File: config.mk
export PLATFORM = sky130hd
export DESIGN_NAME = icache_top
export DESIGN_NICKNAME = d
export VERILOG_FILES = /design/src/logic/icache_pkg.sv /design/src/logic/cache_access_if.sv /design/src/logic/icache_tag_store.sv /design/src/logic/icache_line_store.sv /design/src/logic/icache_fill_ctrl.sv /design/src/logic/icache_top.sv
export SDC_FILE = /design/constraint.sdc
export NUM_CORES = 1
export LEC_CHECK = 0
export BUFFER_PORTS_ARGS = -buffer_cell sky130_fd_sc_hd__buf_2
export CAP_MARGIN = 20
export CORE_MARGIN = 2
export CORE_UTILIZATION = 40
export CTS_CLUSTER_DIAMETER = 150
export DETAILED_ROUTE_END_ITERATION = 8
export PLACE_DENSITY_LB_ADDON = 0.25
export SLEW_MARGIN = 10
export SYNTH_ARGS = -nofsm -noshare
export SYNTH_HDL_FRONTEND = slang
export SYNTH_SLANG_ARGS = --single-unit
File: constraint.sdc
create_clock -name clk -period 18.6 [get_ports clk]
set_input_delay 1.86 -clock clk [delete_from_list [all_inputs] [get_ports clk]]
set_output_delay 1.86 -clock clk [all_outputs]
set_load 0.005 [all_outputs]
File: src/logic/icache_pkg.sv
`default_nettype none

package icache_pkg;

    // instruction word geometry
    localparam int WORD_W = 16;

    // four words per line, word 0 in the low bits
    localparam int WORDS_PER_LINE = 4;
    localparam int OFFSET_W = $clog2(WORDS_PER_LINE);

    // one fetched instruction
    typedef logic [WORD_W-1:0] word_t;

    // full cache line as returned by memory
    typedef logic [WORDS_PER_LINE-1:0][WORD_W-1:0] line_t;

    // controller states
    // no write path, so no write-back state
    typedef enum logic [1:0] {
        IDLE,
        COMPARE_TAG,
        ALLOCATE
    } fill_state_e;

endpackage

`default_nettype wire

File: src/logic/cache_access_if.sv
`default_nettype none

interface cache_access_if #(
    parameter int LINE_COUNT = 4
);
    import icache_pkg::*;

    localparam int INDEX_W = $clog2(LINE_COUNT);
    localparam int TAG_W = WORD_W - OFFSET_W - INDEX_W;

    // address fields of the request in flight
    logic [INDEX_W-1:0]  index;
    logic [TAG_W-1:0]    tag;
    logic [OFFSET_W-1:0] offset;

    // write strobe for tag and line, one cycle per refill
    logic fill;

    // indexed line valid and tag matches
    logic hit;

    modport ctrl (
        output index,
        output tag,
        output offset,
        output fill,
        input  hit
    );

    modport tag_side (
        input  index,
        input  tag,
        input  fill,
        output hit
    );

    modport data_side (
        input index,
        input offset,
        input fill
    );

endinterface

`default_nettype wire

File: src/logic/icache_tag_store.sv
`default_nettype none

module icache_tag_store #(
    parameter int LINE_COUNT = 4
) (
    input  wire logic       clk,
    input  wire logic       reset_n,
    cache_access_if.tag_side acc
);
    import icache_pkg::*;

    localparam int INDEX_W = $clog2(LINE_COUNT);
    localparam int TAG_W = WORD_W - OFFSET_W - INDEX_W;

    // one valid bit per line
    logic [LINE_COUNT-1:0] valid;

    // stored tags
    logic [TAG_W-1:0] tags [LINE_COUNT];

    // reset invalidates every line, cache starts cold
    always_ff @(posedge clk) begin
        if (!reset_n) begin
            valid <= '0;
        end else if (acc.fill) begin
            valid[acc.index] <= 1'b1;
        end
    end

    always_ff @(posedge clk) begin
        if (acc.fill) begin
            tags[acc.index] <= acc.tag;
        end
    end

    // combinational lookup, answered in the COMPARE_TAG cycle
    assign acc.hit = valid[acc.index] && (tags[acc.index] == acc.tag);

    // a refilled line must hit on the re-compare,
    // relies on the controller holding the request address
    a_fill_then_hit: assert property (
        @(posedge clk) disable iff (!reset_n)
        acc.fill |=> acc.hit
    ) else $error("tag store: no hit in the cycle after a fill");

endmodule

`default_nettype wire

File: src/logic/icache_line_store.sv
`default_nettype none

module icache_line_store #(
    parameter int LINE_COUNT = 4
) (
    input  wire logic           clk,
    input  wire icache_pkg::line_t mem_data,
    output icache_pkg::word_t   cpu_data,
    cache_access_if.data_side   acc
);
    import icache_pkg::*;

    // line data, no reset, valid bits live in the tag store
    line_t lines [LINE_COUNT];

    // whole line written at once on refill
    always_ff @(posedge clk) begin
        if (acc.fill) begin
            lines[acc.index] <= mem_data;
        end
    end

    // word select by offset
    assign cpu_data = lines[acc.index][acc.offset];

endmodule

`default_nettype wire

File: src/logic/icache_fill_ctrl.sv
`default_nettype none

module icache_fill_ctrl #(
    parameter int LINE_COUNT = 4
) (
    input  wire logic              clk,
    input  wire logic              reset_n,
    input  wire logic              cpu_valid,
    input  wire icache_pkg::word_t cpu_address,
    input  wire logic              mem_ready,
    output logic                   cpu_ready,
    output logic                   mem_read,
    output icache_pkg::word_t      mem_address,
    cache_access_if.ctrl           acc
);
    import icache_pkg::*;

    localparam int INDEX_W = $clog2(LINE_COUNT);
    localparam int TAG_W = WORD_W - OFFSET_W - INDEX_W;

    fill_state_e state;
    fill_state_e state_next;

    // request address, held until the fetch completes
    word_t req_address;

    always_ff @(posedge clk) begin
        if (state == IDLE && cpu_valid) begin
            req_address <= cpu_address;
        end
    end

    // split into tag / index / offset for the stores
    assign acc.offset = req_address[OFFSET_W-1:0];
    assign acc.index  = req_address[OFFSET_W +: INDEX_W];
    assign acc.tag    = req_address[WORD_W-1 -: TAG_W];

    // line-aligned refill address
    assign mem_address = {req_address[WORD_W-1:OFFSET_W], {OFFSET_W{1'b0}}};

    always_comb begin
        state_next = state;
        unique case (state)
            IDLE: begin
                if (cpu_valid) begin
                    state_next = COMPARE_TAG;
                end
            end
            COMPARE_TAG: begin
                // hit finishes the fetch, miss goes to memory
                if (acc.hit) begin
                    state_next = IDLE;
                end else begin
                    state_next = ALLOCATE;
                end
            end
            ALLOCATE: begin
                // line is written at this edge, then compare again
                if (mem_ready) begin
                    state_next = COMPARE_TAG;
                end
            end
            default: begin
                state_next = IDLE;
            end
        endcase
    end

    always_ff @(posedge clk) begin
        if (!reset_n) begin
            state <= IDLE;
        end else begin
            state <= state_next;
        end
    end

    assign cpu_ready = (state == COMPARE_TAG) && acc.hit;

    // request raised in the miss cycle itself
    assign mem_read = ((state == COMPARE_TAG) && !acc.hit) || (state == ALLOCATE);

    assign acc.fill = (state == ALLOCATE) && mem_ready;

    // one fetch in flight, new strobes only while idle
    a_valid_in_idle: assert property (
        @(posedge clk) disable iff (!reset_n)
        cpu_valid |-> state == IDLE
    ) else $error("fill ctrl: cpu_valid outside IDLE");

    a_read_held: assert property (
        @(posedge clk) disable iff (!reset_n)
        mem_read && !mem_ready |=> mem_read
    ) else $error("fill ctrl: mem_read dropped before mem_ready");

endmodule

`default_nettype wire

File: src/logic/icache_top.sv
`default_nettype none

module icache_top #(
    parameter int LINE_COUNT = 4
) (
    input  wire logic              clk,
    input  wire logic              reset_n,
    // fetch side
    input  wire logic              cpu_valid,
    input  wire icache_pkg::word_t cpu_address,
    output logic                   cpu_ready,
    output icache_pkg::word_t      cpu_data,
    // memory side, one full line per transfer
    output logic                   mem_read,
    output icache_pkg::word_t      mem_address,
    input  wire logic              mem_ready,
    input  wire icache_pkg::line_t mem_data
);

    cache_access_if #(.LINE_COUNT(LINE_COUNT)) acc_if ();

    icache_fill_ctrl #(.LINE_COUNT(LINE_COUNT)) u_fill_ctrl (
        .clk         (clk),
        .reset_n     (reset_n),
        .cpu_valid   (cpu_valid),
        .cpu_address (cpu_address),
        .mem_ready   (mem_ready),
        .cpu_ready   (cpu_ready),
        .mem_read    (mem_read),
        .mem_address (mem_address),
        .acc         (acc_if.ctrl)
    );

    icache_tag_store #(.LINE_COUNT(LINE_COUNT)) u_tag_store (
        .clk     (clk),
        .reset_n (reset_n),
        .acc     (acc_if.tag_side)
    );

    icache_line_store #(.LINE_COUNT(LINE_COUNT)) u_line_store (
        .clk      (clk),
        .mem_data (mem_data),
        .cpu_data (cpu_data),
        .acc      (acc_if.data_side)
    );

endmodule

`default_nettype wire

==> results of run 1 <==
[worst register-to-register path, cell delays in order (launching register included)]
cell and delay, ns:
dfxtp_4 0.94, buf_4 0.74, mux4_1 0.67, xnor2_1 0.15, nand4_1 0.20, o41ai_2 0.40
a21boi_1 0.11
[metrics by stage]
step                power [uW]  hold WS, ns
floorplan                  913        0.435
global placement           946        0.446
detailed placement         950        0.453
CTS                       1670        0.467
global route              1710        0.488
finish                    1650        0.464
[final timing paths]
kind                                     start  depth (start not counted)                                 to  slack (ns)
max                                       flop                          7                           mem_read       12.92
min          u_tag_store.valid[3]$_SDFFE_PN0P_                          1  u_tag_store.valid[3]$_SDFFE_PN0P_        0.46
max reg2reg                               flop                          6  u_fill_ctrl.state[1]$_SDFFE_PN0P_       15.27
min reg2reg  u_tag_store.valid[3]$_SDFFE_PN0P_                          1  u_tag_store.valid[3]$_SDFFE_PN0P_        0.46
[cells by family after synthesis]
logic type	after synthesis
AO/OA/AOI/OAI	6
XOR/XNOR	12
buffers and inverters	23
flip-flops	328
multiplexers	96
other	1
AND/OR/NAND/NOR	17
[routing by layer]
metal,global-route usage [%],vias to the layer above,share of wire [%]
li1,-,2394,-
met1,20.1,2885,44
met2,23.7,154,48
met3,4.19,51,5.8
met4,3.77,10,2.0
met5,0,-,0.25
[area by class of cell]
class | count | area share, %
clock buffer | 45 | 6.58
tap | 396 | 3.38
timing repair buffer | 127 | 4.68
sequential | 328 | 66.7
antenna | 6 | 0.102
clock inverter | 18 | 1.75
multi-input combinational | 133 | 16.8
[sequential cells by signal, indices dropped and copies added, names as in the netlist, named ones only]
name / flops
u_line_store.lines: 256
u_tag_store.tags: 48
u_fill_ctrl.req_address: 16
u_tag_store.valid: 4
u_fill_ctrl.state: 2
[placed cells by master (no fill, tap or decap), types with 3 or more instances in the layout]
cell / synthesis / routed
xnor2_1: 12 / 12
o21a_1: 4 / 4
nor3b_2: 0 / 3
dfxtp_1: 8 / 6
buf_2: 3 / 115
mux4_2: 84 / 84
bufinv_16: 0 / 6
clkinv_1: 0 / 5
clkbuf_8: 0 / 3
mux4_1: 9 / 9
diode_2: 0 / 6
clkbuf_16: 0 / 36
buf_4: 8 / 11
clkbuf_1: 1 / 6
clkinvlp_4: 0 / 3
edfxtp_1: 320 / 320
[power breakdown]
part	internal, uW	switching (uW)	leakage, uW
sequential	821	14.6	0.00296
clock	451	269	0.000585
combinational	56.1	41.0	0.00125
total	1330	325	0.00479
==> qor.csv, run 1 <==
metric;value;unit
status;complete, no violations;
fin nets;709;
Skew-Pair Late Insertion Delay;0.51;ns
number of clock sinks;328;
Starting Density;40.5;%
port buffer count;115;
Simple-Gate Fraction of Synth Area;0.861;%
pre-CTS setup slack;13.31;ns
Non-Filler Instances;1053;
syn avg cell area;25.6;um^2
die height;180;um
Vias/cell;5.22;
max incr delay on CP;0.94;ns
Slew Limit Fails;0;
min Tclk post-route;5.68;ns
Max-slew headroom;39.9;%
Fmax;0.176;GHz
area leader, netlist;edfxtp_1;
Pwr Density;113;nW/um^2
YS warnings;0;
Max Buffers Root-to-Sink;3;
ys flop type;edfxtp_1;
worst slew pin tran;0.901;ns
share of layout cells above drive strength 1;41.9;%
CTS Root Cell;clkbuf_16;
drt pass-1 iters;4;
Hold Fails Final Rpt;0;
first-pass GRT wire length;36600;um
Die X;180;um
placed cells;983;
Multi-input gate area;2460;um^2
design area;14700;um^2
final setup TNS;0;ns
die area;32300;um^2
Cell Area, Placed;13400;um^2
XOR/XNOR Fraction of Synth Area;0.851;%
Synth Instances;483;
FFs w/ async S/R, synth;0;%
TritonCTS Buffers;35;
HPWL Detailed;13500;um
Resize count post-CTS;0;
Worst Clk Skew;0.0184;ns
Compound-Gate Fraction of Synth Area;0.436;%
area of all sequential standard cells;9780;um^2
Final Util;48.0;%
Worst Path Required;16.74;ns
Initial DRC Count;423;
Setup crit start kind;flop;
flops & latches, synth;328;
# setup viols final;0;
Max stage delay cell, worst path;dfxtp_4;
GR Util All Layers;14.8;%
Yosys cell types;27;
max-cap violations;0;
Worst EP arrival;3.82;ns
adder-cell share of the synthesized area;0;%
critical path cell sequence;buf_4 > mux4_1 > xnor2_1 > nand4_1 > o41ai_2 > nand2b_1 > buf_2;
# hold bufs at CTS;0;
core area;30500;um^2
Mapped Area;12400;um^2
IO Pins;118;
via count;5494;
Synth-to-Final Area Change;18.6;%
CP bufs+invs;2;
leakage;0.00479;uW
placer congestion estimate;0.734;
largest net degree at the start of global routing;77;
CP max FO;43;
largest family of logic cells by synthesized area;multiplexers;
Setup Fix Bufs, Post-CTS;0;
CTS tree;yes;
Top delay family on crit path;flip-flops;
WS Path Type;reg2out;
drt total wl;23500;um
HP Class;reg2reg;
post-synthesis mux area share;17.5;%
drt drc;0;
wire per inst;22.3;um
antenna-violating nets left;0;
most frequent cell after synthesis;edfxtp_1;
period utilization;30.5;%
initial antenna violation count;8;
Post-synth EDFFs;320;
clock slew at reported path FFs;0.05;ns
VDD IR max;0.0701;mV
# fillers;2471;
Final WS setup;12.92;ns
CP Capture Type;output port;
Yosys top cell area share;77.8;%
gr ovfl total;0;
Synth top cells by count;edfxtp_1 (320), mux4_2 (84), xnor2_1 (12);
unrepaired setup endpoints after global routing;false;
sequential element share of the synthesized area;79.1;%
H-tree Lvls;2;
Rows;64;
most area-consuming cells after synthesis;edfxtp_1 (78%), mux4_2 (15%), mux4_1 (1.9%);
vias in the first global route;6228;
No activity file was read; power rests on OpenSTA's default activity.
==> inputs of run 2 (changes only) <==
==> constraint.sdc (replaced) <==
create_clock -name clk -period 5.75 [get_ports clk]
set_input_delay 0.575 -clock clk [delete_from_list [all_inputs] [get_ports clk]]
set_output_delay 0.575 -clock clk [all_outputs]
set_load 0.005 [all_outputs]
==> run 2 against run 1 <==
Global-route usage fell by 0.37 points. Sequential share of layout area rose by 0.19 points. Clock skew barely moved. Utilization fell by 0.14 points. Critical endpoint is now cpu_data[5].
==> qor.csv, run 2 (same netlist as run 1, synthesis figures left out) <==
metric;value;unit
TritonCTS Buffers;36;
Rows;64;
IO Pins;118;
Cell Area, Placed;13400;um^2
antenna-violating nets left;0;
drt pass-1 iters;4;
placed cells;983;
share of layout cells above drive strength 1;42.2;%
# hold bufs at CTS;0;
most frequent cells in the layout;edfxtp_1 (320), buf_2 (115), mux4_2 (84), clkbuf_16 (37), xnor2_1 (12);
routed wl met2;11100;um
Fmax;0.251;GHz
Skew-Pair Late Insertion Delay;0.51;ns
Starting Density;40.5;%
Slew Limit Fails;0;
gr ovfl total;0;
fin nets;710;
max FFs per register;256;
max incr delay on CP;0.87;ns
core area;30500;um^2
Max-slew headroom;43.9;%
Resize count post-CTS;0;
Initial DRC Count;410;
worst slew pin tran;0.842;ns
Worst Path Required;5.18;ns
period utilization;69.2;%
min Tclk post-route;3.98;ns
via count;5438;
leakage;0.00478;uW
CTS Root Cell;clkbuf_16;
Reg with most FFs;u_line_store.lines;
commonest non-fill, non-tap cell in the layout;edfxtp_1;
Setup crit start kind;flop;
Setup Fix Bufs, Post-CTS;0;
Worst Clk Skew;0.0184;ns
vias in the first global route;6091;
wire per inst;21.7;um
H-tree Lvls;2;
first-pass GRT wire length;35700;um
Top delay family on crit path;multiplexers;
status;complete, no violations;
CP bufs+invs;2;
Max Buffers Root-to-Sink;3;
design area;14600;um^2
Vias/cell;5.17;
GR Util All Layers;14.4;%
Pwr Density;361;nW/um^2
placer congestion estimate;0.691;
HP Class;in2reg;
initial antenna violation count;7;
Worst EP arrival;3.41;ns
# setup viols final;0;
Synth-to-Final Area Change;18.3;%
met3 WL;1530;um
CP Capture Type;output port;
pre-CTS setup slack;2.18;ns
drt total wl;22800;um
clock slew at reported path FFs;0.06;ns
VDD IR max;0.243;mV
max-cap violations;0;
Non-Filler Instances;1051;
CTS tree;yes;
Die X;180;um
WS Path Type;reg2out;
Highest Signal Layer;met5;
critical path cell sequence;buf_4 > mux4_2 > mux4_2 > buf_2;
die height;180;um
unrepaired setup endpoints after global routing;false;
largest registers;u_line_store.lines x256, u_tag_store.tags x48, u_fill_ctrl.req_address x16;
most used cell, CP;mux4_2;
CP max FO;41;
HPWL Detailed;13100;um
Hold Fails Final Rpt;0;
drt drc;0;
largest net degree at the start of global routing;77;
port buffer count;115;
number of clock sinks;328;
die area;32300;um^2
Max stage delay cell, worst path;dfxtp_4;
Final WS setup;1.77;ns
Metal-1 WL;9730;um
run 2: cell count changes in the layout (fill, tap and decap cells not counted), sizes merged:
cell,delta
inv,+2
diode,-3
bufinv,-2
clkbuf,-3
clkinv,+4
run 2: per-layer routing:
metal | vias up | global-route usage [%]
li1 | 2395 | -
met1 | 2827 | 19.2
met2 | 165 | 23.2
met3 | 43 | 4.27
met4 | 8 | 3.90
met5 | - | 0
run 2: layout make-up:
type	count	area, um^2
fill	2483	15900
tap	396	495
clock buffer	42	955
antenna	3	7.51
clock inverter	22	233
timing repair buffer	127	686
sequential	328	9780
multi-input combinational	133	2460
run 2: through the flow:
step	util [%]	hold WS, ns	power, uW	TNS [ns]
floorplan	-	0.435	2950	-232.46
global placement	43.9	0.444	3060	0
detailed placement	43.9	0.458	3070	0
CTS	47.8	0.214	5350	0
global route	47.9	0.214	5470	0
finish	47.9	0.238	5280	0
run 2: worst paths after layout:
check             cells after the start  slack [ns]                               from                              endpoint
setup / recovery                      4        1.77                               flop                           cpu_data[5]
hold / removal                        1        0.24                     cpu_address[1]  u_fill_ctrl.req_address[1]$_DFFE_PP_
setup reg to reg                      5        3.13                               flop     u_fill_ctrl.state[1]$_SDFFE_PN0P_
hold reg to reg                       1        0.47  u_tag_store.valid[1]$_SDFFE_PN0P_     u_tag_store.valid[1]$_SDFFE_PN0P_
run 2: power by group:
part / switching [uW] / total [uW] / leakage (uW) / internal [uW]
clock: 893 / 2270 / 0.000574 / 1380
sequential: 43.9 / 2700 / 0.00296 / 2650
combinational: 131 / 312 / 0.00125 / 181
==> inputs of run 3 (changes only) <==
==> constraint.sdc (replaced) <==
create_clock -name clk -period 4 [get_ports clk]
set_input_delay 0.4 -clock clk [delete_from_list [all_inputs] [get_ports clk]]
set_output_delay 0.4 -clock clk [all_outputs]
set_load 0.005 [all_outputs]
==> run 3 against run 2 <==
Global-route usage about the same. Worst hold slack got worse by 0.17 ns. Die area unchanged. Sequential cell count unchanged.
==> qor.csv, run 3 (same netlist as run 1, synthesis figures left out) <==
metric;value;unit
Pwr Density;509;nW/um^2
CP max FO;36;
Starting Density;40.5;%
Rows;64;
drt drc;0;
Reg with most FFs;u_line_store.lines;
GR Util All Layers;14.4;%
final setup TNS;0;ns
min Tclk post-route;3.34;ns
wire per inst;21.6;um
placer congestion estimate;0.719;
Slew Limit Fails;0;
die height;180;um
# hold bufs at CTS;0;
largest net degree at the start of global routing;72;
via count;5493;
commonest non-fill, non-tap cell in the layout;edfxtp_1;
Die X;180;um
# fillers;2489;
Non-Filler Instances;1052;
core area;30500;um^2
Skew-Pair Late Insertion Delay;0.51;ns
die area;32300;um^2
Initial DRC Count;372;
combinational cell fraction of total power;6.1;%
port buffer count;115;
r2r setup slk;1.64;ns
Worst Path Required;3.60;ns
Worst Clk Skew;0.0231;ns
period utilization;83.6;%
Net Sw Power;1510;uW
VDD IR max;0.264;mV
H-tree Lvls;2;
share of layout cells above drive strength 1;41.9;%
internal power;5920;uW
gr ovfl total;0;
overall power;7430;uW
unrepaired setup endpoints after global routing;false;
Clock Power Share;41.7;%
Resize count post-CTS;0;
TritonCTS Buffers;35;
Setup crit start kind;flop;
CTS tree;yes;
first-pass GRT wire length;35700;um
max-cap violations;0;
status;complete, no violations;
Hold Fails Final Rpt;0;
drt total wl;22800;um
Worst EP arrival;2.94;ns
pre-CTS setup slack;1.07;ns
Synth-to-Final Area Change;18.1;%
largest registers;u_line_store.lines x256, u_tag_store.tags x48, u_fill_ctrl.req_address x16;
Setup Fix Bufs, Post-CTS;0;
# setup viols final;0;
worst slew pin tran;1.11;ns
most frequent cells in the layout;edfxtp_1 (320), buf_2 (115), mux4_2 (84), clkbuf_16 (36), xnor2_1 (12);
initial antenna violation count;8;
placed cells;984;
clock slew at reported path FFs;0.06;ns
Max-slew headroom;26.3;%
vias in the first global route;6143;
power share of the sequential group;52.3;%
CP Capture Type;output port;
WS Path Type;reg2out;
Final WS setup;0.656;ns
number of clock sinks;328;
IO Pins;118;
Fmax;0.299;GHz
Max Buffers Root-to-Sink;3;
leakage;0.00476;uW
Switching Share;20.3;%
CTS Root Cell;clkbuf_16;
HP Class;in2reg;
Vias/cell;5.22;
HPWL Detailed;13200;um
max FFs per register;256;
drt pass-1 iters;4;
fin nets;709;
antenna-violating nets left;0;
run 3: changes by cell type in the layout (fill, tap and decap cells not counted), moves of 2 or more:
cell	delta
nor3b_2	-2
buf_4	-2
clkinv_2	+3
diode_2	+2
nor3b_4	+2
inv_6	-2
buf_12	+3
run 3: per-stage QoR:
stage               util, %  hold WS (ns)  area [um^2]
global route           47.8        0.0445        14600
floorplan                 -         0.435        12400
detailed placement     44.1         0.457        13500
global placement       44.1         0.444        13500
CTS                    47.8        0.0416        14600
finish                 47.8        0.0647        14600
run 3: power groups by stage:
stage	Sequential, uW	Combinational (uW)	Clock, uW
after global routing	3890	490	3320
after global placement	3950	447	0
after detailed placement	3960	459	0
after CTS	3890	461	3180
final	3880	449	3100
after floorplan	3910	334	0
run 3: worst paths after layout:
kind,from,depth (start not counted),end
max reg2reg,flop,5,u_fill_ctrl.state[1]$_SDFFE_PN0P_
max,flop,4,cpu_data[9]
min,cpu_address[14],1,u_fill_ctrl.req_address[14]$_DFFE_PP_
min reg2reg,u_tag_store.valid[1]$_SDFFE_PN0P_,1,u_tag_store.valid[1]$_SDFFE_PN0P_
run 3: cell type report:
class / count / area, um^2 / share of cell area, %
Clock buffer: 40 / 916 / 6.28
Clock inverter: 23 / 204 / 1.40
Multi-Input combinational cell: 133 / 2470 / 17.0
Timing Repair Buffer: 127 / 703 / 4.82
Antenna cell: 5 / 12.5 / 0.0858
Tap cell: 396 / 495 / 3.40
Sequential cell: 328 / 9780 / 67.0
run 3: layer usage:
metal / global-route usage [%] / wire length, um / vias up
li1: - / - / 2401
met1: 19.7 / 10000 / 2888
met2: 22.8 / 10900 / 154
met3: 4.19 / 1400 / 44
met4: 3.71 / 399 / 6
met5: 0 / 48 / -
run 3: critical path, stage by stage (launching register included):
cell     delay (ns)
dfxtp_4        0.55
buf_4          0.67
mux4_2         0.59
mux4_2         0.48
buf_2          0.14
